`config.mk`:
```
export PLATFORM = sky130hd
export DESIGN_NAME = apbHost_flat
export DESIGN_NICKNAME = d
export VERILOG_FILES = /design/src/logic/pulseSeqPkg.sv /design/src/logic/memBus.sv /design/src/logic/apbHost.sv /design/src/flat_wrapper.sv
export SDC_FILE = /design/constraint.sdc
export NUM_CORES = 1
export LEC_CHECK = 0
export BUFFER_PORTS_ARGS = -buffer_cell sky130_fd_sc_hd__buf_2
export CAP_MARGIN = 10
export CORE_AREA = 4 4 81 83
export DETAILED_ROUTE_END_ITERATION = 7
export DIE_AREA = 0 0 85 87
export PLACE_DENSITY = 0.72
export SYNTH_ARGS = -nofsm -noshare
export SYNTH_HDL_FRONTEND = slang
export SYNTH_SLANG_ARGS = --single-unit
```
`constraint.sdc`:
```
create_clock -name txCLK -period 5.5 [get_ports txCLK]
set_input_delay 1.1 -clock txCLK [delete_from_list [all_inputs] [get_ports txCLK]]
set_output_delay 1.1 -clock txCLK [all_outputs]
set_load 0.005 [all_outputs]
```
`src/logic/pulseSeqPkg.sv`:
```
package pulseSeqPkg;

	localparam int numChannels = 8;
	localparam int wordWidth = 64;
	localparam int memAddrWidth = 7;
	localparam int memDepth = 1 << memAddrWidth;
	localparam int delayWidth = 8; // per channel, channel 0 in the low byte
	localparam int chargeWidth = 12;
	localparam int setIdxWidth = 4;
	localparam int waitWidth = 16;
	localparam int pulseCntWidth = 13; // max delay plus max charge time
	localparam int apbAddrWidth = 8;
	localparam int apbDataWidth = 32;

	localparam logic [memAddrWidth-1:0] programBase = 7'd0;
	localparam logic [memAddrWidth-1:0] delayBase = 7'd64; // set n at delayBase + n

	// control/status register, takes the upper half of word 127
	localparam logic [apbAddrWidth-1:0] apbCtrlAddr = 8'hff;

	localparam logic [3:0] opNop = 4'h0;
	localparam logic [3:0] opSetOutputs = 4'h1;
	localparam logic [3:0] opFire = 4'h2;
	localparam logic [3:0] opLoopStart = 4'h3;
	localparam logic [3:0] opLoopEnd = 4'h4;
	localparam logic [3:0] opEnd = 4'h5;

	typedef struct packed {
		logic [7:0] trig;
		logic [7:0] led;
	} outputsView;

	typedef struct packed {
		logic [setIdxWidth-1:0] setIdx;
		logic [chargeWidth-1:0] chargeTime;
	} fireView;

	// meaning of the argument depends on the opcode
	typedef union packed {
		outputsView outputs;
		fireView fire;
		logic [15:0] loopCount;
	} instrArg;

	typedef struct packed {
		logic [3:0] opcode;
		instrArg arg;
		logic [waitWidth-1:0] waitCycles;
		logic [27:0] reserved;
	} instruction;

endpackage
```
`src/logic/memBus.sv`:
```
interface memBus;

	logic reqValid;
	logic reqWrite;
	logic [pulseSeqPkg::memAddrWidth-1:0] reqAddr;
	logic [pulseSeqPkg::wordWidth-1:0] reqWdata;
	logic grant; // one cycle, access happens on that edge
	logic [pulseSeqPkg::wordWidth-1:0] rdata; // valid the cycle after grant

	modport requester (
		output reqValid,
		output reqWrite,
		output reqAddr,
		output reqWdata,
		input grant,
		input rdata
	);

	modport arbiter (
		input reqValid,
		input reqWrite,
		input reqAddr,
		input reqWdata,
		output grant,
		output rdata
	);

endinterface

```
`src/logic/apbHost.sv`:
```
module apbHost (
	input logic txCLK,
	input logic rst,
	input logic pSel,
	input logic pEnable,
	input logic pWrite,
	input logic [pulseSeqPkg::apbAddrWidth-1:0] pAddr,
	input logic [pulseSeqPkg::apbDataWidth-1:0] pWdata,
	output logic pReady,
	output logic [pulseSeqPkg::apbDataWidth-1:0] pRdata,
	memBus.requester hostBus,
	input logic running,
	output logic start
);

	logic access;
	logic isCtrl;
	logic memWrite;
	logic highWrite;
	logic [pulseSeqPkg::apbDataWidth-1:0] lowHalf;

	assign access = pSel && pEnable;
	assign isCtrl = pAddr == pulseSeqPkg::apbCtrlAddr;
	assign memWrite = access && pWrite && !isCtrl;
	assign highWrite = memWrite && pAddr[0]; // odd address completes the word

	// request held by the APB master until pReady
	assign hostBus.reqValid = highWrite;
	assign hostBus.reqWrite = 1'b1;
	assign hostBus.reqAddr = pAddr[pulseSeqPkg::apbAddrWidth-1:1];
	assign hostBus.reqWdata = {pWdata, lowHalf};

	assign pReady = !highWrite || hostBus.grant;

	// status only, memory is not readable
	assign pRdata = isCtrl ? {{(pulseSeqPkg::apbDataWidth-1){1'b0}}, running} : '0;

	always_ff @(posedge txCLK)
	begin
		if (memWrite && !pAddr[0])
			lowHalf <= pWdata;
	end

	always_ff @(posedge txCLK)
	begin
		if (rst)
			start <= 1'b0;
		else
			start <= access && pWrite && isCtrl && pWdata[0]; // single cycle pulse
	end

endmodule

```
`src/flat_wrapper.sv`:
```
// flat-port wrapper written by rule: the top's interface ports become plain ports
module apbHost_flat 
  (txCLK, rst, pSel, pEnable, pWrite, pAddr, pWdata, pReady, pRdata, running, start, hostBus_reqValid, hostBus_reqWrite, hostBus_reqAddr, hostBus_reqWdata, hostBus_grant, hostBus_rdata);
  memBus hostBus_i ();
  input logic txCLK;
  input logic rst;
  input logic pSel;
  input logic pEnable;
  input logic pWrite;
  input logic [pulseSeqPkg::apbAddrWidth-1:0] pAddr;
  input logic [pulseSeqPkg::apbDataWidth-1:0] pWdata;
  output logic pReady;
  output logic [pulseSeqPkg::apbDataWidth-1:0] pRdata;
  input logic running;
  output logic start;
  output wire logic [$bits(hostBus_i.reqValid)-1:0] hostBus_reqValid;
  output wire logic [$bits(hostBus_i.reqWrite)-1:0] hostBus_reqWrite;
  output wire logic [$bits(hostBus_i.reqAddr)-1:0] hostBus_reqAddr;
  output wire logic [$bits(hostBus_i.reqWdata)-1:0] hostBus_reqWdata;
  input wire logic [$bits(hostBus_i.grant)-1:0] hostBus_grant;
  input wire logic [$bits(hostBus_i.rdata)-1:0] hostBus_rdata;
  assign hostBus_reqValid = hostBus_i.reqValid;
  assign hostBus_reqWrite = hostBus_i.reqWrite;
  assign hostBus_reqAddr = hostBus_i.reqAddr;
  assign hostBus_reqWdata = hostBus_i.reqWdata;
  assign hostBus_i.grant = hostBus_grant;
  assign hostBus_i.rdata = hostBus_rdata;
  apbHost u_core (.txCLK(txCLK), .rst(rst), .pSel(pSel), .pEnable(pEnable), .pWrite(pWrite), .pAddr(pAddr), .pWdata(pWdata), .pReady(pReady), .pRdata(pRdata), .hostBus(hostBus_i), .running(running), .start(start));
endmodule
```
==> results of run 1 <==
critical path: cells and delay by family:
| family | cells | cell delay (ns) |
|---|---|---|
| buffers and inverters | 2 | 0.23 |
| and+or+nand+nor | 1 | 0.22 |
| AOI/OAI and AO/OA | 1 | 0.30 |
placed cells by master (no fill, tap or decap):
cell / count
sky130_fd_sc_hd__nand4_1: 1
sky130_fd_sc_hd__and3_2: 1
sky130_fd_sc_hd__and4_1: 2
sky130_fd_sc_hd__conb_1: 32
sky130_fd_sc_hd__clkinv_2: 2
sky130_fd_sc_hd__buf_2: 121
sky130_fd_sc_hd__dfxtp_1: 1
sky130_fd_sc_hd__edfxtp_1: 32
sky130_fd_sc_hd__a211o_1: 1
sky130_fd_sc_hd__clkinvlp_4: 1
sky130_fd_sc_hd__clkbuf_8: 5
sky130_fd_sc_hd__nor2_2: 1
sky130_fd_sc_hd__buf_4: 1
sky130_fd_sc_hd__a21oi_1: 1
sky130_fd_sc_hd__nand3_1: 1
sky130_fd_sc_hd__and4b_1: 1
sky130_fd_sc_hd__nor2b_1: 1
per-layer routing:
layer  up-vias  global-route usage (%)  routed length (um)
met5         -                       0                  44
met4         6                    4.75                  79
met3        12                    6.91                 837
met2       111                    12.9                1470
met1       432                    8.51                1200
li1        465                       -                   -
synthesized netlist by cell type, drive strengths merged:
| cell | number | area, um^2 |
|---|---|---|
| and3 | 1 | 7.51 |
| a21oi | 1 | 5.00 |
| nor2 | 1 | 3.75 |
| conb | 2 | 7.51 |
| dfxtp | 1 | 20.0 |
| buf | 71 | 533 |
| nand4 | 1 | 6.26 |
| nor2b | 1 | 6.26 |
| and4 | 2 | 17.5 |
| a211o | 1 | 8.76 |
| nand3 | 1 | 5.00 |
| and4b | 1 | 10.0 |
| edfxtp | 32 | 961 |
where the power goes:
group | internal (mW) | switching [mW]
Clock | 0.0870 | 0.0818
Combinational | 0.0267 | 0.0282
Sequential | 0.284 | 0.00142
Total | 0.398 | 0.111
stage by stage:
step           hold WS, ns  setup slack, ns  cell area (um^2)  util [%]
2_1_floorplan         1.20             2.54              1700         -
3_3_place_gp          1.29             2.55              1880      32.1
3_5_place_dp          1.29             2.54              1880      32.1
4_1_cts              0.994             2.53              1970      33.6
5_1_grt              0.999             2.51              1970      33.6
6_report              1.01             2.54              1970      33.6
area by class of cell:
| type | count | area (um^2) | area share, % |
|---|---|---|---|
| clock buffer | 5 | 68.8 | 3.50 |
| clock inverter | 3 | 17.5 | 0.891 |
| tap | 75 | 93.8 | 4.77 |
| timing repair buffer | 122 | 613 | 31.2 |
| multi-input combinational | 42 | 193 | 9.80 |
| sequential | 33 | 981 | 49.9 |
final timing paths:
| check | start | end | depth (start not counted) |
|---|---|---|---|
| worst min-delay path | pWdata[25] | u_core.lowHalf[25] | 1 |
| worst max-delay path | pAddr[5] | pReady | 4 |
kinds of logic (layout without fill, tap and decap cells):
kind of cell,after synthesis,count (layout),synth area share [%]
other,2,32,0.472
and+or+nand+nor,8,8,3.54
buffers and inverters,71,130,33.5
DFF,33,33,61.6
AOI/OAI and AO/OA,2,2,0.865
registers in the layout, indices dropped and copies added (netlist names):
register,count
u_core.start,1
u_core.lowHalf,32
==> flow_summary.json, run 1 <==
{
  "cp_common_cell": "sky130_fd_sc_hd__buf_2",
  "synth.lib_cells_used.distinct": 13,
  "post_cts_buffers": 0,
  "power_density_mw_per_mm2": 259,
  "drc": 0,
  "cts_hold_buffers": 0,
  "antenna_violating_nets_post_route": 0,
  "synth.yosys.warnings": 0,
  "place_hpwl_um": 3140,
  "clkSlewWorstSetupHoldPaths_ns": 0.07,
  "timing.final.hold_violations": 0,
  "floorplan.core_area_mm2": 0.00585,
  "total_power_uw": 509,
  "cts-root-buf": "sky130_fd_sc_hd__clkbuf_8",
  "worstPathRequired_ns": 4.40,
  "drive_gt1_share_pct": 64.4,
  "grt_pass1_vias": 891,
  "overall_fraction_of_global_route_tracks_in_use_pct": 8.65,
  "worstSetupPathType": "in2out",
  "timing.hold.worst.class": "in2reg",
  "design.die.area_mm2": 0.00740,
  "area_delta_synth_final_pct": 23.6,
  "totalNegativeSetupSlack_ns": 0,
  "worst_setup_path_start_kind": "input port",
  "die_x_um": 85,
  "timing.final.max_slew_violations": 0,
  "gp_congestion": 0.795,
  "setup_violations": 0,
  "placement_rows": 28,
  "io_buffer_count": 121,
  "antenna_found_initial": 3,
  "max_rail_drop_vdd_v": 0.000104,
  "post_layout_nonfiller_instances": 280,
  "detailroute.via_count": 1026,
  "io-pin-count": 218,
  "viasPerCell": 3.66,
  "avgRoutedWirePerCell_um": 12.9,
  "post-route-min-period_ns": 2.96,
  "nFillCells": 587,
  "cts_tree": "done",
  "cp_data_arrival_time_ns": 1.86,
  "post_synth_inst_count": 116,
  "drt_pass1_iterations": 3,
  "unrepaired_setup_endpoints_after_global_routing": "false",
  "post_cts_resize_count": 0,
  "start_util_pct": 27.2,
  "chipHeight_um": 87,
  "cts_buffers": 5,
  "drt-total-wl_um": 3630,
  "clock-sinks": 33,
  "post_synth.cell_area_avg_um2": 13.7,
  "global_route.overflow_total": 0,
  "static-leakage-power_nw": 0.959,
  "synthesis.area_mm2": 0.00159,
  "maxCapViolations": 0,
  "ys_seq_elements": 33,
  "dp.cells": 272,
  "cts-root-to-sink-buffers": 2,
  "critical_path.max_fanout": 4,
  "final.period_utilization_pct": 53.8,
  "grt_first_pass_wirelength_um": 4710,
  "largest_net_degree_at_the_start_of_global_routing": 33,
  "timing.critical_path.to_type": "output port",
  "path_cells": "buf_2, and4_1, a211o_1, buf_2",
  "drtIter0Drc": 18,
  "worst_path_largest_cell_delay_ns": 0.30,
  "outcome": "finished, final reports clean",
  "nets": 315,
  "yosysSeqAreaShare_pct": 61.6,
  "h-tree-depth": 2,
  "fmax_ghz": 0.338,
  "antenna_cells_inserted": 0,
  "crit_slowest_cell": "sky130_fd_sc_hd__a211o_1"
}
No activity file was read; power rests on OpenSTA's default activity.
==> run 2, diff against run 1 <==
--- a/config.mk
+++ b/config.mk
@@ -7,10 +7,10 @@
 export LEC_CHECK = 0
 export BUFFER_PORTS_ARGS = -buffer_cell sky130_fd_sc_hd__buf_2
 export CAP_MARGIN = 10
-export CORE_AREA = 4 4 81 83
+export CORE_AREA = 4 4 82 84
 export DETAILED_ROUTE_END_ITERATION = 7
-export DIE_AREA = 0 0 85 87
-export PLACE_DENSITY = 0.72
+export DIE_AREA = 0 0 86 88
+export PLACE_DENSITY = 0.71
 export SYNTH_ARGS = -nofsm -noshare
 export SYNTH_HDL_FRONTEND = slang
 export SYNTH_SLANG_ARGS = --single-unit
==> constraint.sdc (replaced) <==
create_clock -name txCLK -period 2.85 [get_ports txCLK]
set_input_delay 0.57 -clock txCLK [delete_from_list [all_inputs] [get_ports txCLK]]
set_output_delay 0.57 -clock txCLK [all_outputs]
set_load 0.005 [all_outputs]
==> run 2 against run 1 <==
Compared with the run above: utilization decreased by 0.42 points; global-route usage is 0.053 points higher; first-iteration DRC count fell by 44%; critical endpoint unchanged.
==> flow_summary.json, run 2 (synthesis results as in run 1) <==
{
  "cts_tree": "done",
  "worst_setup_path_start_kind": "input port",
  "grt_first_pass_wirelength_um": 4650,
  "detailed_place.area_mm2": 0.00188,
  "critical_path.max_fanout": 4,
  "drc": 0,
  "area_delta_synth_final_pct": 23.5,
  "timing.hold.worst.class": "in2reg",
  "unrepaired_setup_endpoints_after_global_routing": "false",
  "timing.final.max_slew_violations": 0,
  "start_util_pct": 26.9,
  "drt_pass1_iterations": 3,
  "die_x_um": 86,
  "crit_slowest_cell": "sky130_fd_sc_hd__a211o_1",
  "maxCapViolations": 0,
  "post_cts_buffers": 0,
  "chipHeight_um": 88,
  "fmax_ghz": 0.521,
  "antenna_violating_nets_post_route": 0,
  "cp_data_arrival_time_ns": 1.35,
  "nFillCells": 608,
  "drive_gt1_share_pct": 63.9,
  "regMostFlops": "u_core.lowHalf",
  "cts_buffers": 5,
  "avgRoutedWirePerCell_um": 13.3,
  "final.period_utilization_pct": 67.4,
  "viasPerCell": 3.62,
  "antenna_found_initial": 5,
  "global_route.overflow_total": 0,
  "placement_rows": 28,
  "gp_congestion": 0.685,
  "outcome": "finished, final reports clean",
  "cts-root-buf": "sky130_fd_sc_hd__clkbuf_8",
  "place_hpwl_um": 3290,
  "clkSlewWorstSetupHoldPaths_ns": 0.06,
  "worstSetupPathType": "in2out",
  "post-route-min-period_ns": 1.92,
  "totalNegativeSetupSlack_ns": 0,
  "power_density_mw_per_mm2": 495,
  "critical_path.n_buffers_inverters": 2,
  "detailroute.via_count": 1018,
  "finalInstanceArea_mm2": 0.00197,
  "static-leakage-power_nw": 0.960,
  "drt-total-wl_um": 3750,
  "worst_path_largest_cell_delay_ns": 0.28,
  "setup_violations": 0,
  "largest_net_degree_at_the_start_of_global_routing": 33,
  "timing.critical_path.to_type": "output port",
  "cts-root-to-sink-buffers": 2,
  "reg_top3": "u_core.lowHalf: 32 flops, u_core.start: 1 flops",
  "max_rail_drop_vdd_v": 0.000257,
  "path_cells": "buf_2, and4_1, a211o_1, buf_2",
  "design.die.area_mm2": 0.00757,
  "worstPathRequired_ns": 2.28,
  "overall_fraction_of_global_route_tracks_in_use_pct": 8.71,
  "final_cell_mix": "121 x sky130_fd_sc_hd__buf_2, 32 x sky130_fd_sc_hd__conb_1, 32 x sky130_fd_sc_hd__edfxtp_1, 5 x sky130_fd_sc_hd__clkbuf_8",
  "grt_pass1_vias": 860,
  "largest_register_ffs": 32,
  "io-pin-count": 218,
  "h-tree-depth": 2,
  "post_cts_resize_count": 0,
  "io_buffer_count": 121,
  "drtIter0Drc": 10,
  "cp_common_cell": "sky130_fd_sc_hd__buf_2",
  "clock-sinks": 33,
  "timing.final.hold_violations": 0,
  "nets": 315,
  "cts_hold_buffers": 0,
  "cp_top_delay_family": "compound AO/OA/AOI/OAI gates",
  "layout_commonest_cell": "sky130_fd_sc_hd__buf_2",
  "floorplan.core_area_mm2": 0.00592
}
-- run 2: cell types whose count changed in the layout (fill, tap and decap cells not counted), sizes merged --
cell      change
diode         +1
clkbuf        +1
clkinvlp      -1
-- run 2: layout make-up --
| cell class | instances | area, um^2 | area share [%] |
|---|---|---|---|
| diodes | 1 | 2.50 | 0.127 |
| well taps | 75 | 93.8 | 4.77 |
| flip-flops and latches | 33 | 981 | 49.9 |
| repair buffers | 122 | 613 | 31.2 |
| multi-input cells | 42 | 193 | 9.80 |
| clock inverters | 2 | 10.0 | 0.509 |
| clock buffers | 6 | 72.6 | 3.69 |
-- run 2: power breakdown --
group | total, mW | leakage, nW | switching (mW) | internal [mW]
combinational | 0.105 | 0.616 | 0.0539 | 0.0515
sequential | 0.551 | 0.299 | 0.00300 | 0.548
clock | 0.317 | 0.0450 | 0.148 | 0.169
-- run 2: final timing paths --
path / startpoint / end / cells after the start
setup / recovery: pAddr[0] / pReady / 4
hold / removal: pWdata[1] / u_core.lowHalf[1] / 1
-- run 2: metrics by stage --
| step | utilization [%] | setup WS, ns | power [mW] | instances | hold slack [ns] |
|---|---|---|---|---|---|
| after floorplan | - | 0.417 | 0.655 | 146 | 0.669 |
| after global placement | 31.8 | 0.942 | 0.665 | 272 | 0.758 |
| after detailed placement | 31.8 | 0.931 | 0.669 | 272 | 0.762 |
| after CTS | 33.2 | 0.928 | 0.992 | 280 | 0.468 |
| after global routing | 33.2 | 0.892 | 1.03 | 281 | 0.464 |
| final | 33.2 | 0.930 | 0.973 | 281 | 0.481 |
-- run 2: layer usage --
layer	track usage [%]	part of all wire (%)
met1	8.80	31
met2	12.9	42
met3	6.77	23
met4	4.75	2.3
met5	0	1.4
==> run 3, diff against run 2 <==
==> constraint.sdc (replaced) <==
create_clock -name txCLK -period 1.8 [get_ports txCLK]
set_input_delay 0.36 -clock txCLK [delete_from_list [all_inputs] [get_ports txCLK]]
set_output_delay 0.36 -clock txCLK [all_outputs]
set_load 0.005 [all_outputs]
==> run 3 against run 2 <==
Compared with the run above: setup slack lost 0.65 ns; power grew 58%; critical path depth is the same; utilization grew 0.15 points; global-route usage shrank 0.90 points; non-clock buffer count is the same; wire length shrank 6.6%; sequential cell count is the same.
==> flow_summary.json, run 3 (synthesis results as in run 1) <==
{
  "maxCapViolations": 0,
  "timing.hold.worst.class": "in2reg",
  "final.period_utilization_pct": 84.2,
  "switch_share_pct": 21.3,
  "cts_hold_buffers": 0,
  "unrepaired_setup_endpoints_after_global_routing": "false",
  "timing.final.max_slew_violations": 0,
  "design.die.area_mm2": 0.00757,
  "critical_path.max_fanout": 4,
  "cts-root-buf": "sky130_fd_sc_hd__clkbuf_8",
  "worstPathRequired_ns": 1.44,
  "pwr-share-comb_pct": 11.1,
  "nets": 315,
  "final_cell_mix": "121 x sky130_fd_sc_hd__buf_2, 32 x sky130_fd_sc_hd__conb_1, 32 x sky130_fd_sc_hd__edfxtp_1, 5 x sky130_fd_sc_hd__clkbuf_8",
  "drtIter0Drc": 22,
  "post-route-min-period_ns": 1.52,
  "placement_rows": 28,
  "detailedPlace.worstSlack_ns": 0.253,
  "grt_pass1_vias": 893,
  "area_delta_synth_final_pct": 24.1,
  "register_area_um2": 981,
  "design_internal_power_mw": 1.21,
  "timing.critical_path.to_type": "output port",
  "drc": 0,
  "cts_tree": "done",
  "reg_top3": "u_core.lowHalf: 32 flops, u_core.start: 1 flops",
  "pwr-share-seq_pct": 56.7,
  "largest_register_ffs": 32,
  "static-leakage-power_nw": 0.961,
  "post_cts_resize_count": 0,
  "drt-total-wl_um": 3500,
  "regMostFlops": "u_core.lowHalf",
  "timing.final.hold_violations": 0,
  "gp_congestion": 0.684,
  "antenna_cells_inserted": 0,
  "post_cts_buffers": 0,
  "start_util_pct": 26.9,
  "grt_first_pass_wirelength_um": 4310,
  "viasPerCell": 3.63,
  "power_density_mw_per_mm2": 779,
  "worst_setup_path_start_kind": "input port",
  "postLayoutSetupSlackWorst_ns": 0.284,
  "io-pin-count": 218,
  "cp_data_arrival_time_ns": 1.16,
  "layout_commonest_cell": "sky130_fd_sc_hd__buf_2",
  "clkSlewWorstSetupHoldPaths_ns": 0.06,
  "outcome": "finished, final reports clean",
  "cts_buffers": 5,
  "place_hpwl_um": 3010,
  "share_clk_of_total_power_pct": 32.3,
  "total_switching_power_uw": 328,
  "h-tree-depth": 2,
  "avgRoutedWirePerCell_um": 12.5,
  "global_route.overflow_total": 0,
  "max_rail_drop_vdd_v": 0.000422,
  "largest_net_degree_at_the_start_of_global_routing": 33,
  "drive_gt1_share_pct": 63.4,
  "setup_violations": 0,
  "multi_input_area_um2": 193,
  "drt_pass1_iterations": 4,
  "dp.cells": 272,
  "io_buffer_count": 121,
  "worstSetupPathType": "in2out",
  "overall_fraction_of_global_route_tracks_in_use_pct": 7.81,
  "antenna_violating_nets_post_route": 0,
  "chipHeight_um": 88,
  "clock-sinks": 33,
  "nFillCells": 618,
  "detailroute.via_count": 1016,
  "antenna_found_initial": 1,
  "cts-root-to-sink-buffers": 2,
  "die_x_um": 86,
  "post_layout_nonfiller_instances": 280,
  "floorplan.core_area_mm2": 0.00592,
  "fmax_ghz": 0.660,
  "totalNegativeSetupSlack_ns": 0
}
## run 3: cell count changes in the layout (fill, tap and decap cells not counted), sizes merged
| cell | before | now |
|---|---|---|
| clkbuf | 6 | 5 |
| clkinv | 2 | 3 |
| diode | 1 | 0 |
## run 3: power groups by stage
stage                     clock network [mW]  registers [mW]  logic, mW
after global placement                     0           0.887      0.168
after floorplan                            0           0.893      0.145
final                                  0.496           0.872      0.170
after CTS                              0.521           0.872      0.172
after detailed placement                   0           0.888      0.172
after global routing                   0.552           0.873      0.190
## run 3: cell type report
type                       instances  share of cell area (%)
sequential                        33                    49.7
timing repair buffer             122                    31.7
multi-input combinational         42                    9.76
tap                               75                    4.75
clock buffer                       5                    3.49
clock inverter                     3                   0.634
## run 3: critical path, stage by stage
cell and delay [ns]:
sky130_fd_sc_hd__buf_2 0.10, sky130_fd_sc_hd__and4_1 0.25, sky130_fd_sc_hd__a211o_1 0.31, sky130_fd_sc_hd__buf_2 0.13
## run 3: final timing paths
kind | slack, ns | endpoint | from | depth (start not counted)
worst max-delay path | 0.28 | pReady | pAddr[5] | 4
worst min-delay path | 0.27 | u_core.lowHalf[19] | pWdata[19] | 1
## run 3: layer usage
layer	wire length [um]	global-route usage (%)	up-vias	part of all wire, %
met2	1620	13.2	110	46
met3	689	3.48	8	20
met4	96	6.04	2	2.7
li1	-	-	466	-
met1	1090	7.44	430	31
met5	7	0	-	0.20
## run 3: through the flow
step	util, %	cell area, um^2	hold WS [ns]	total power, mW
after floorplan	-	1710	0.459	1.04
after global placement	32.0	1890	0.548	1.06
after detailed placement	32.0	1890	0.551	1.06
after CTS	33.3	1970	0.257	1.57
after global routing	33.3	1970	0.253	1.61
final	33.3	1970	0.270	1.54
