$ cat config.mk
export PLATFORM = sky130hd
export DESIGN_NAME = sequencer_flat
export DESIGN_NICKNAME = d
export VERILOG_FILES = /design/src/logic/pulseSeqPkg.sv /design/src/logic/memBus.sv /design/src/logic/sequencer.sv /design/src/flat_wrapper.sv
export SDC_FILE = /design/constraint.sdc
export NUM_CORES = 1
export LEC_CHECK = 0
export BUFFER_PORTS_ARGS = -buffer_cell sky130_fd_sc_hd__buf_2
export CAP_MARGIN = 20
export CELL_PAD_IN_SITES_DETAIL_PLACEMENT = 0
export CELL_PAD_IN_SITES_GLOBAL_PLACEMENT = 2
export CORE_ASPECT_RATIO = 0.8
export CORE_UTILIZATION = 30
export CTS_CLUSTER_DIAMETER = 50
export DETAILED_ROUTE_END_ITERATION = 10
export GPL_TIMING_DRIVEN = 0
export PLACE_DENSITY_LB_ADDON = 0.2
export SLEW_MARGIN = 25
export SYNTH_ARGS = -nofsm -noshare
export SYNTH_HDL_FRONTEND = slang
export SYNTH_SLANG_ARGS = --single-unit
$ cat constraint.sdc
create_clock -name txCLK -period 4.5 [get_ports txCLK]
set_input_delay 0.45 -clock txCLK [delete_from_list [all_inputs] [get_ports txCLK]]
set_output_delay 0.45 -clock txCLK [all_outputs]
set_load 0.01 [all_outputs]
$ cat src/logic/pulseSeqPkg.sv
package pulseSeqPkg;

	localparam int numChannels = 8;
	localparam int wordWidth = 64;
	localparam int memAddrWidth = 7;
	localparam int memDepth = 1 << memAddrWidth;
	localparam int delayWidth = 8; // per channel, channel 0 in the low byte
	localparam int chargeWidth = 12;
	localparam int setIdxWidth = 4;
	localparam int waitWidth = 16;
	localparam int pulseCntWidth = 13; // max delay plus max charge time
	localparam int apbAddrWidth = 8;
	localparam int apbDataWidth = 32;

	localparam logic [memAddrWidth-1:0] programBase = 7'd0;
	localparam logic [memAddrWidth-1:0] delayBase = 7'd64; // set n at delayBase + n

	// control/status register, takes the upper half of word 127
	localparam logic [apbAddrWidth-1:0] apbCtrlAddr = 8'hff;

	localparam logic [3:0] opNop = 4'h0;
	localparam logic [3:0] opSetOutputs = 4'h1;
	localparam logic [3:0] opFire = 4'h2;
	localparam logic [3:0] opLoopStart = 4'h3;
	localparam logic [3:0] opLoopEnd = 4'h4;
	localparam logic [3:0] opEnd = 4'h5;

	typedef struct packed {
		logic [7:0] trig;
		logic [7:0] led;
	} outputsView;

	typedef struct packed {
		logic [setIdxWidth-1:0] setIdx;
		logic [chargeWidth-1:0] chargeTime;
	} fireView;

	// meaning of the argument depends on the opcode
	typedef union packed {
		outputsView outputs;
		fireView fire;
		logic [15:0] loopCount;
	} instrArg;

	typedef struct packed {
		logic [3:0] opcode;
		instrArg arg;
		logic [waitWidth-1:0] waitCycles;
		logic [27:0] reserved;
	} instruction;

endpackage
$ cat src/logic/memBus.sv
interface memBus;

	logic reqValid;
	logic reqWrite;
	logic [pulseSeqPkg::memAddrWidth-1:0] reqAddr;
	logic [pulseSeqPkg::wordWidth-1:0] reqWdata;
	logic grant; // one cycle, access happens on that edge
	logic [pulseSeqPkg::wordWidth-1:0] rdata; // valid the cycle after grant

	modport requester (
		output reqValid,
		output reqWrite,
		output reqAddr,
		output reqWdata,
		input grant,
		input rdata
	);

	modport arbiter (
		input reqValid,
		input reqWrite,
		input reqAddr,
		input reqWdata,
		output grant,
		output rdata
	);

endinterface

$ cat src/logic/sequencer.sv
module sequencer (
	input logic txCLK,
	input logic rst,
	input logic start,
	memBus.requester fetchBus,
	output logic fireStart,
	output pulseSeqPkg::instrArg fireArg,
	input logic busy,
	output logic [7:0] trigOut,
	output logic [7:0] ledOut,
	output logic running
);

	pulseSeqPkg::instruction cur;
	logic [pulseSeqPkg::memAddrWidth-1:0] pc;
	logic [pulseSeqPkg::memAddrWidth-1:0] loopAddr;
	logic [15:0] loopCount;
	logic [pulseSeqPkg::waitWidth-1:0] waitCnt;
	logic fetchReq;
	logic dataPhase; // rdata holds the fetched word
	logic waiting;

	assign cur = fetchBus.rdata;

	assign fetchBus.reqValid = fetchReq;
	assign fetchBus.reqWrite = 1'b0;
	assign fetchBus.reqAddr = pc;
	assign fetchBus.reqWdata = '0;

	always_ff @(posedge txCLK)
	begin
		if (rst)
		begin
			running <= 1'b0;
			fetchReq <= 1'b0;
			dataPhase <= 1'b0;
			waiting <= 1'b0;
			waitCnt <= '0;
			fireStart <= 1'b0;
			trigOut <= 8'h00;
			ledOut <= 8'h00;
			pc <= pulseSeqPkg::programBase;
			loopCount <= 16'd0;
		end
		else
		begin
			fireStart <= 1'b0;
			if (start && !running)
			begin
				running <= 1'b1;
				pc <= pulseSeqPkg::programBase;
				fetchReq <= 1'b1;
			end
			if (fetchReq && fetchBus.grant)
			begin
				fetchReq <= 1'b0;
				dataPhase <= 1'b1;
			end
			if (dataPhase)
			begin
				dataPhase <= 1'b0;
				waitCnt <= cur.waitCycles;
				waiting <= 1'b1;
				pc <= pc + 1'b1;
				case (cur.opcode)
					pulseSeqPkg::opNop: ; // only the wait
					pulseSeqPkg::opSetOutputs:
					begin
						trigOut <= cur.arg.outputs.trig;
						ledOut <= cur.arg.outputs.led;
					end
					pulseSeqPkg::opFire:
						fireStart <= 1'b1;
					pulseSeqPkg::opLoopStart:
						loopCount <= cur.arg.loopCount;
					pulseSeqPkg::opLoopEnd:
					begin
						if (loopCount > 16'd1)
						begin
							pc <= loopAddr; // back to the body
							loopCount <= loopCount - 1'b1;
						end
					end
					pulseSeqPkg::opEnd:
					begin
						running <= 1'b0;
						waiting <= 1'b0;
					end
					default: ; // undefined codes behave as a nop
				endcase
			end
			if (waiting)
			begin
				if (waitCnt != '0)
					waitCnt <= waitCnt - 1'b1;
				else if (!busy && !fireStart) // pulser back-pressure
				begin
					waiting <= 1'b0;
					fetchReq <= 1'b1;
				end
			end
		end
	end

	always_ff @(posedge txCLK)
	begin
		if (dataPhase && cur.opcode == pulseSeqPkg::opFire)
			fireArg <= cur.arg;
		if (dataPhase && cur.opcode == pulseSeqPkg::opLoopStart)
			loopAddr <= pc + 1'b1; // first instruction of the body
	end

endmodule

$ cat src/flat_wrapper.sv
// flat-port wrapper written by rule: the top's interface ports become plain ports
module sequencer_flat 
  (txCLK, rst, start, fireStart, fireArg, busy, trigOut, ledOut, running, fetchBus_reqValid, fetchBus_reqWrite, fetchBus_reqAddr, fetchBus_reqWdata, fetchBus_grant, fetchBus_rdata);
  memBus fetchBus_i ();
  input logic txCLK;
  input logic rst;
  input logic start;
  output logic fireStart;
  output pulseSeqPkg::instrArg fireArg;
  input logic busy;
  output logic [7:0] trigOut;
  output logic [7:0] ledOut;
  output logic running;
  output wire logic [$bits(fetchBus_i.reqValid)-1:0] fetchBus_reqValid;
  output wire logic [$bits(fetchBus_i.reqWrite)-1:0] fetchBus_reqWrite;
  output wire logic [$bits(fetchBus_i.reqAddr)-1:0] fetchBus_reqAddr;
  output wire logic [$bits(fetchBus_i.reqWdata)-1:0] fetchBus_reqWdata;
  input wire logic [$bits(fetchBus_i.grant)-1:0] fetchBus_grant;
  input wire logic [$bits(fetchBus_i.rdata)-1:0] fetchBus_rdata;
  assign fetchBus_reqValid = fetchBus_i.reqValid;
  assign fetchBus_reqWrite = fetchBus_i.reqWrite;
  assign fetchBus_reqAddr = fetchBus_i.reqAddr;
  assign fetchBus_reqWdata = fetchBus_i.reqWdata;
  assign fetchBus_i.grant = fetchBus_grant;
  assign fetchBus_i.rdata = fetchBus_rdata;
  sequencer u_core (.txCLK(txCLK), .rst(rst), .start(start), .fetchBus(fetchBus_i), .fireStart(fireStart), .fireArg(fireArg), .busy(busy), .trigOut(trigOut), .ledOut(ledOut), .running(running));
endmodule
==> results of run 1 <==
[cell families after synthesis]
group / synth area share
muxes: 0.0136
adders and majority gates: 0.0142
buffers and inverters: 0.146
DFF: 0.429
xor gates and xnor gates: 0.00993
AOI/OAI and AO/OA: 0.180
and+or+nand+nor: 0.207
other: 0.000850
[stage by stage]
| stage | std cells | power (mW) |
|---|---|---|
| after floorplan | 566 | 0.984 |
| after global placement | 831 | 1.05 |
| after detailed placement | 832 | 1.05 |
| after CTS | 848 | 1.82 |
| after global routing | 848 | 1.87 |
| final | 848 | 1.80 |
[flip-flops by register name, indices dropped and copies added (netlist names)]
register	cells
u_core.waiting	1
u_core.loopCount	16
u_core.trigOut	8
u_core.ledOut	8
u_core.fetchBus.reqAddr	7
u_core.waitCnt	16
u_core.dataPhase	1
u_core.running	1
u_core.fetchBus.reqValid	1
u_core.fireStart	1
u_core.loopAddr	7
u_core.fireArg	16
[report_power, final]
part           leakage [nW]  total [mW]  internal (mW)  switching (mW)
Sequential            0.703       0.793          0.779          0.0137
Clock                 0.153       0.763          0.459           0.304
Combinational          1.57       0.245          0.101           0.144
[worst max-delay path by stage]
stage                                startpoint                               end  slack, ps  cells past startpoint
2_1_floorplan                fetchBus_rdata[62]       u_core.fireArg[0]$_DFFE_PP_       2310                      2
3_3_place_gp                 fetchBus_rdata[62]       u_core.fireArg[4]$_DFFE_PP_       1590                      3
3_5_place_dp                 fetchBus_rdata[63]  u_core.loopCount[1]$_SDFFE_PP0P_       1870                      7
4_1_cts        u_core.loopCount[4]$_SDFFE_PP0P_  u_core.loopCount[6]$_SDFFE_PP0P_       1970                      6
5_1_grt        u_core.loopCount[4]$_SDFFE_PP0P_  u_core.loopCount[6]$_SDFFE_PP0P_       1740                      6
6_report       u_core.loopCount[4]$_SDFFE_PP0P_  u_core.loopCount[6]$_SDFFE_PP0P_       1930                      6
[cell usage in the layout, fill, tap and decap left out, drive strengths merged, types with 5 or more instances in the layout]
cell type	instances
ha	5
buf	155
nor3	16
nor2	34
conb	65
edfxtp	23
clkbuf	27
dfxtp	60
nor4	9
nor3b	5
a211oi	5
inv	9
a21oi	52
a31oi	6
o21ai	30
nand2	74
nand3	18
mux2i	6
[critical path, stage by stage (launching register included)]
cell,delay (ps)
dfxtp_1,380
nor4_2,740
nand3_1,260
a21oi_2,510
buf_2,340
o21ai_0,130
a21oi_1,130
[per-layer routing]
metal | global-route usage | routed length [um] | vias up
met5 | 0 | 0 | -
met1 | 0.229 | 5720 | 1737
li1 | - | - | 1965
met2 | 0.228 | 5180 | 145
met4 | 0.0542 | 231 | 0
met3 | 0.0441 | 830 | 14
[layout make-up]
cell class / instances / area share
buffer: 88 / 0.109
clock buffer: 12 / 0.0457
clock inverter: 4 / 0.00870
inverter: 9 / 0.00603
multi-input combinational: 386 / 0.379
sequential: 83 / 0.337
tap: 184 / 0.0411
timing repair buffer: 82 / 0.0736
[Yosys cell counts (3+ instances only)]
cell      number  share of area
nand2_1       73          0.062
o211a_1        3         0.0068
a211oi_1       4         0.0068
nor4_2         3         0.0085
buf_4         65           0.11
o41ai_1        3         0.0060
nor4_1         5         0.0071
nor3_1        16          0.018
dfxtp_1       60           0.27
inv_1          9         0.0077
nand3b_1       3         0.0051
or2_2          4         0.0057
nor2_1        33          0.028
o21ai_1        5         0.0057
or4_1          4         0.0068
o32ai_1        3         0.0060
a21oi_1       51          0.058
edfxtp_1      23           0.16
clkbuf_1      15          0.013
buf_2          4         0.0045
xor2_1         3         0.0060
nand2b_1       3         0.0043
mux2i_1        6          0.014
buf_6          4          0.010
nor3b_1        5         0.0085
o21ai_0       25          0.028
o31ai_1        4         0.0068
a31oi_1        5         0.0071
ha_1           5          0.014
nand3_1       18          0.020
==> metrics, run 1 <==
CTS Buf Count 9; All-Layer GR Usage 0.160; critical path class flop to flop; via count 3,861; worst hold slack 312 ps; global route overflow 0; sequential share of the synthesized area 0.429; vias in the first global route 3,429; area of the multi-input gates 0.00212 sq mm; DRT antenna net count 0; startpoint types flop; Resized cells post-CTS 0; outcome finished, final reports clean; CTS hold repair buffers 0; Hold Crit Depth 1; Syn Std Cell Area 0.00441 sq mm; unrepaired setup endpoints after global routing false; Clock Tree Buf Depth 2; Worst-Margin Slew 951 ps; Static Leak 2.43 nW; TNS Setup 0 ps; Worst EP required 4770 ps; sum of routed wire length over all layers 12,000 um; Worst Hold Class input port to flop; Crit path arrival time 2840 ps; Layout area overhead 27.0%; R2R Path Start u_core.loopCount[4]$_SDFFE_PP0P_; antenna violations before repair 0; FF-to-FF setup slack 1930 ps; CTS tree built; Worst-Skew Late Latency 350 ps; Die X 138 um; # rows 39; WL/cell 14.1 um; max_slew headroom 0.361; # DRC 0; CP max FO 10; EDFF count, synth 23; clock-pin transition on the worst setup and hold timing paths 70 ps; Worst Reg-to-Reg Cells 6; worst clock skew 12.0 ps; worst slack, placed 1870 ps; first-pass GRT wire length 18,400 um; Nets 733; #FFs+latches synth 83; Reg area 0.00189 sq mm; Synth Area per Inst 8.79 sq um; root buf cell clkbuf_16; Die ar. 0.0152 sq mm; post-synthesis instance total 502; fin crit share 0.571; clock net sink count 83; unique cell type count in the Yosys netlist 60; CTS H-tree depth 3; worst hold endpoint u_core.fireArg[15]$_DFFE_PP_; first-pass detailed-route iteration total 4; final setup margin 1930 ps; FFs w/ async S/R, synth 0; # IOs 176; final-report max-slew violation count 0; drt via density 4.55; Die Ht 110 um; power density cells 321 mW/mm^2; dpl cell area 0.00530 sq mm; placer congestion estimate 0.818; largest net degree at the start of global routing 14; # fillers 1,493; PortBufs 81; min-delay src fetchBus_rdata[59]; final-report hold violation count 0; Starting Density 0.309; ant diodes 0; Setup-failing EPs final 0; Core ar. 0.0143 sq mm; f_max 389 MHz; layout cells sized above 1 0.286; Ys Warns 0; Finished Cell Area 0.00561 sq mm; Main synth FF type dfxtp_1; max cap viols 0; hpwl dp 8780 um; CP endpoint kind flop; reg-to-reg endpoint u_core.loopCount[6]$_SDFFE_PP0P_; fin util 0.392; initial drt markers 172; Post-CTS Setup Repair Bufs 0; Peak VDD IR 0.197 mV; fin crit period 2570 ps
Note: power is estimated with default switching activity, not from simulation.
==> inputs of run 2 (changes only) <==
Settings changed: CORE_UTILIZATION 30 to 25.
Clock period 4.5 ns to 2.1 ns, I/O delays scaled along.
==> metrics, run 2 (same netlist as run 1, synthesis figures left out) <==
Worst-Skew Late Latency 340 ps (about the same); CP cell instances or4_4 -> o41ai_4 -> buf_4 -> buf_6 -> nand2b_4 -> a21oi_1 -> nor4_2; All-Layer GR Usage 0.141 (-0.0188); largest net degree at the start of global routing 14 (unchanged); placer congestion estimate 0.772 (-5.7%); CP max FO 7 (-3); most common cell after layout, fill and taps aside buf_2; Worst path slowest cell or4_4; fin crit share 1.03 (+0.463); Worst Hold Class input port to flop; Nets 754 (+2.9%); Peak VDD IR 0.281 mV (+42%); outcome finished, violations left; Die ar. 0.0182 sq mm (+20%); final-report max-slew violation count 0 (unchanged); worst hold slack 77.1 ps (-235 ps); startpoint types flop; fin crit period 2170 ps (-398 ps); clock net sink count 83 (unchanged); max_slew headroom 0.446 (+0.0851); Comb power frac 0.176 (+0.040); power density cells 650 mW/mm^2 (+100%); WP buf/inv 2 (+1); ant diodes 0 (unchanged); Setup-failing EPs final 15 (+15); Die X 151 um (+9.4%); final setup margin -69.5 ps (-2000 ps); Core ar. 0.0173 sq mm (+21%); Static Leak 2.60 nW (+7.2%); # rows 43 (+10%); critical path class flop to flop; final-report hold violation count 0 (unchanged); WL/cell 14.2 um (+1.0%); initial drt markers 212 (+23%); root buf cell clkbuf_16; layout cells sized above 1 0.362 (+0.0759); P_sw 1.06 mW (+130%); antenna violations before repair 0 (unchanged); failing checks setup timing; commonest non-fill, non-tap cells in the layout 84 x buf_2, 82 x buf_4, 71 x nand2_1; # fillers 1,824 (+22%); worst clock skew 7.67 ps (-4.38 ps); Top Registers u_core.fireArg: 16 flops, u_core.loopCount: 16 flops, u_core.waitCnt: 16 flops; CTS H-tree depth 3 (unchanged); CTS tree built; global route overflow 0 (unchanged); CTS hold repair buffers 0 (unchanged); drt via density 4.47 (-1.7%); via count 4,072 (+5.5%); Starting Density 0.255 (-0.0539); max cap viols 0 (unchanged); Clock Tree Buf Depth 2 (unchanged); clock-pin transition on the worst setup and hold timing paths 60 ps (about the same); kind of cell adding the most delay to the critical path simple AND/OR/NAND/NOR gates; first-pass detailed-route iteration total 7 (+3); sum of routed wire length over all layers 13,000 um (+8.4%); Reg area 0.00190 sq mm (+0.33%); worst slack, placed -461 ps (-2330 ps); sequential power share 0.430 (-0.010); area of the multi-input gates 0.00235 sq mm (+11%); # DRC 0 (unchanged); f_max 461 MHz (+18%); DRT antenna net count 0 (unchanged); Sw Share 0.269 (+0.0122); Worst EP required 2300 ps (-2470 ps); Layout area overhead 38.2%; placed cells 873 (+4.9%); hpwl dp 9100 um (+3.7%); unrepaired setup endpoints after global routing true; vias in the first global route 3,589 (+4.7%); CTS Buf Count 9 (unchanged); Crit path arrival time 2370 ps (-470 ps); CP endpoint kind flop; CP peak stage delay 600 ps (-140 ps); non-filler cells, final 910 (+7.3%); first-pass GRT wire length 19,400 um (+5.5%); Int Pwr 2.90 mW (+120%); # IOs 176 (unchanged); Die Ht 121 um (+9.4%); Worst-Margin Slew 824 ps (-127 ps); PortBufs 81 (unchanged); clock power share 0.394 (-0.030)
[run 2: timing repair]
action,4_1_cts,5_1_grt
setup buffers,11,9
cloned,2,0
gates resized for setup,33,33
endpoints found under the setup margin,34,32
pin swaps,12,22
[run 2: cell type report]
type,instances,share of cell area
inverters,9,0.00554
clock inverters,5,0.00882
repair buffers,104,0.103
multi-input cells,386,0.386
clock buffers,11,0.0382
flip-flops and latches,83,0.311
well taps,225,0.0462
plain buffers,87,0.101
[run 2: worst paths after layout]
path	cells after the start	slack, ps	endpoint	from
setup / recovery	7	-70	u_core.waitCnt[5]$_SDFF_PP0_	u_core.waitCnt[6]$_SDFF_PP0_
hold reg to reg	2	450	u_core.trigOut[3]$_SDFFE_PP0P_	u_core.trigOut[3]$_SDFFE_PP0P_
hold / removal	1	80	u_core.fireArg[7]$_DFFE_PP_	fetchBus_rdata[51]
setup reg to reg	7	-70	u_core.waitCnt[5]$_SDFF_PP0_	u_core.waitCnt[6]$_SDFF_PP0_
[run 2: metal layers]
layer  GRT usage  vias to the layer above  routed length [um]
li1            -                     2007                   -
met1       0.197                     1918                6180
met2       0.213                      135                5740
met3      0.0332                       12                 898
met4      0.0461                        0                 144
met5           0                        -                   0
[run 2: metrics by stage]
stage	cell area, sq um	TNS (ps)	power [mW]	utilization
final	6100	-681	3.96	0.352
after CTS	5890	-769	3.91	0.340
after global placement	5340	-16560	2.26	0.308
after global routing	6100	-1990	4.14	0.352
after detailed placement	5360	-7480	2.26	0.309
after floorplan	4660	0	2.11	-
[run 2: power by group through the flow]
stage	combinational [mW]	sequential, mW	clock, mW
floorplan	0.384	1.73	0
global placement	0.526	1.73	0
detailed placement	0.526	1.73	0
CTS	0.604	1.70	1.61
global route	0.755	1.71	1.68
finish	0.698	1.70	1.56
==> inputs of run 3 (changes only) <==
Settings changed: ABC_AREA from default to 1, CORE_UTILIZATION 25 to 24.
==> metrics, run 3 <==
fin crit period 1900 ps (-271 ps); PortBufs 82 (+1.2%); Clock Tree Buf Depth 2 (unchanged); via count 4,514 (+11%); clock net sink count 83 (unchanged); Worst-Skew Late Latency 360 ps (+20 ps); critical path class flop to flop; Ys Warns 0 (unchanged); power density cells 649 mW/mm^2 (-0.11%); most frequent cell after synthesis nand2_1; global route overflow 0 (unchanged); All-Layer GR Usage 0.146 (+0.00482); final-report max-slew violation count 0 (unchanged); antenna violations before repair 0 (unchanged); most common cell after layout, fill and taps aside nand2_1; post-synthesis instance total 704 (+40%); final-report hold violation count 0 (unchanged); unique cell type count in the Yosys netlist 31 (-48%); commonest non-fill, non-tap cells in the layout 154 x nand2_1, 129 x nor2_1, 86 x buf_2; drt via density 3.98 (-11%); Top Registers u_core.fireArg: 16 flops, u_core.loopCount: 16 flops, u_core.waitCnt: 16 flops; Layout area overhead 26.7%; leading area contributor after synthesis dfxtp_1; Worst EP required 2350 ps (+50 ps); Area contributors post-synth dfxtp_1 24%, edfxtp_1 14%, nand2_1 12%, buf_4 10%, nor2_1 10%; first-pass GRT wire length 23,200 um (+19%); TNS Setup 0 ps (+681 ps); Starting Density 0.246 (-0.00858); Post-synth top cells 154 x nand2_1, 131 x nor2_1, 67 x buf_4; Main synth FF type dfxtp_1; Static Leak 3.16 nW (+22%); EDFF count, synth 23 (unchanged); # fillers 2,222 (+22%); # rows 46 (+7.0%); area of the multi-input gates 0.00242 sq mm (+2.6%); startpoint types flop; layout cells sized above 1 0.245 (-0.117); Nets 938 (+24%); worst slack, placed 70.5 ps (+532 ps); WL/cell 13.1 um (-7.7%); CP endpoint kind flop; CTS H-tree depth 3 (unchanged); sequential share of the synthesized area 0.385 (-0.0439); Peak VDD IR 0.274 mV (-2.3%); largest net degree at the start of global routing 15 (+1); max cap viols 0 (unchanged); hpwl dp 11,700 um (+29%); clock-pin transition on the worst setup and hold timing paths 80 ps (+20 ps); Crit path arrival time 2150 ps (-220 ps); initial drt markers 203 (-4.2%); Die ar. 0.0211 sq mm (+16%); Die Ht 130 um (+7.6%); # DRC 0 (unchanged); CP max FO 10 (+3); max_slew headroom 0.582 (+0.135); f_max 527 MHz (+14%); worst clock skew 17.0 ps (+9.35 ps); ant diodes 0 (unchanged); DRT antenna net count 0 (unchanged); CTS tree built; Core ar. 0.0200 sq mm (+15%); CTS Buf Count 9 (unchanged); worst hold slack 75.3 ps (-1.83 ps); Worst Hold Class input port to flop; Syn Std Cell Area 0.00492 sq mm (+11%); #FFs+latches synth 83 (unchanged); placer congestion estimate 0.771 (about the same); first-pass detailed-route iteration total 4 (-3); final setup margin 202 ps (+271 ps); vias in the first global route 4,275 (+19%); Setup-failing EPs final 0 (-15); fin crit share 0.904 (-0.129); FFs w/ async S/R, synth 0 (unchanged); unrepaired setup endpoints after global routing false; Reg area 0.00189 sq mm (-0.26%); # IOs 176 (unchanged); Worst-Margin Slew 628 ps (-196 ps); root buf cell clkbuf_16; Synth Area per Inst 6.98 sq um (-21%); outcome finished, final reports clean; top cell type's share of synthesized area 0.244 (-0.0278); Die X 162 um (+7.6%); sum of routed wire length over all layers 14,900 um (+15%)
-- run 3: cell count changes after synthesis, sizes merged, moves of 23 or more --
cell / before / now
nor2: 34 / 155
nand2: 74 / 158
nand3: 18 / 59
a21oi: 52 / 18
o21ai: 30 / 53
inv: 9 / 64
-- run 3: worst paths after layout --
| kind | slack, ps | endpoint | from | cells past startpoint |
|---|---|---|---|---|
| min | 80 | u_core.fireStart$_SDFF_PP0_ | rst | 2 |
| max reg2reg | 200 | u_core.loopCount[11]$_SDFFE_PP0P_ | u_core.loopCount[0]$_SDFFE_PP0P_ | 13 |
| min reg2reg | 480 | u_core.ledOut[1]$_SDFFE_PP0P_ | u_core.ledOut[1]$_SDFFE_PP0P_ | 2 |
| max | 200 | u_core.loopCount[11]$_SDFFE_PP0P_ | u_core.loopCount[0]$_SDFFE_PP0P_ | 13 |
-- run 3: kinds of logic (layout without fill, tap and decap cells) --
group | Yosys count | in the layout | share of synthesized area
and+or+nand+nor | 383 | 383 | 0.337
buffers and inverters | 150 | 251 | 0.174
DFF | 83 | 83 | 0.385
AOI/OAI and AO/OA | 72 | 72 | 0.0736
xor gates and xnor gates | 10 | 10 | 0.0178
adders and majority gates | 5 | 5 | 0.0127
other | 1 | 65 | 0.000763
-- run 3: critical path, stage by stage (launching register included) --
cell	delay [ps]
dfxtp_2	390
inv_1	90
ha_1	260
inv_1	90
nand2_1	80
nand2_1	80
nor2_2	50
nand2_4	130
nand3_4	120
nand2_4	110
inv_4	70
buf_12	150
nor2_2	120
nor2_2	40
-- run 3: power breakdown --
group | total [mW] | switching (mW) | leakage, nW | internal (mW)
Clock | 1.64 | 0.714 | 0.135 | 0.923
Combinational | 0.706 | 0.436 | 2.34 | 0.270
Sequential | 1.70 | 0.0272 | 0.687 | 1.67
-- run 3: area by class of cell --
cell class / instances / area share
plain buffers: 86 / 0.0988
clock buffers: 10 / 0.0368
clock inverters: 6 / 0.0106
inverters: 64 / 0.0390
multi-input cells: 535 / 0.388
flip-flops and latches: 83 / 0.304
well taps: 264 / 0.0530
repair buffers: 85 / 0.0701
-- run 3: per-layer routing --
metal | global-route usage | wire (um) | share of wire | vias to the layer above
li1 | - | - | - | 2410
met1 | 0.209 | 7710 | 0.52 | 1956
met2 | 0.217 | 6050 | 0.41 | 140
met3 | 0.0343 | 956 | 0.064 | 8
met4 | 0.0433 | 170 | 0.011 | 0
met5 | 0 | 0 | 0 | -
-- run 3: per-stage QoR --
step                      cell area [sq um]  std cells  power [mW]  utilization
after floorplan                        5160        768        2.25            -
after CTS                              6210       1131        4.10        0.311
final                                  6230       1133        4.04        0.312
after detailed placement               5910       1115        2.44        0.296
after global placement                 5900       1114        2.44        0.295
after global routing                   6230       1133        4.24        0.312
-- run 3: repair_timing --
item | CTS | global route
buffers inserted | 0 | 2
setup endpoints to repair | 0 | 32
hold buffers | 0 | 0
gates resized for setup | 0 | 4
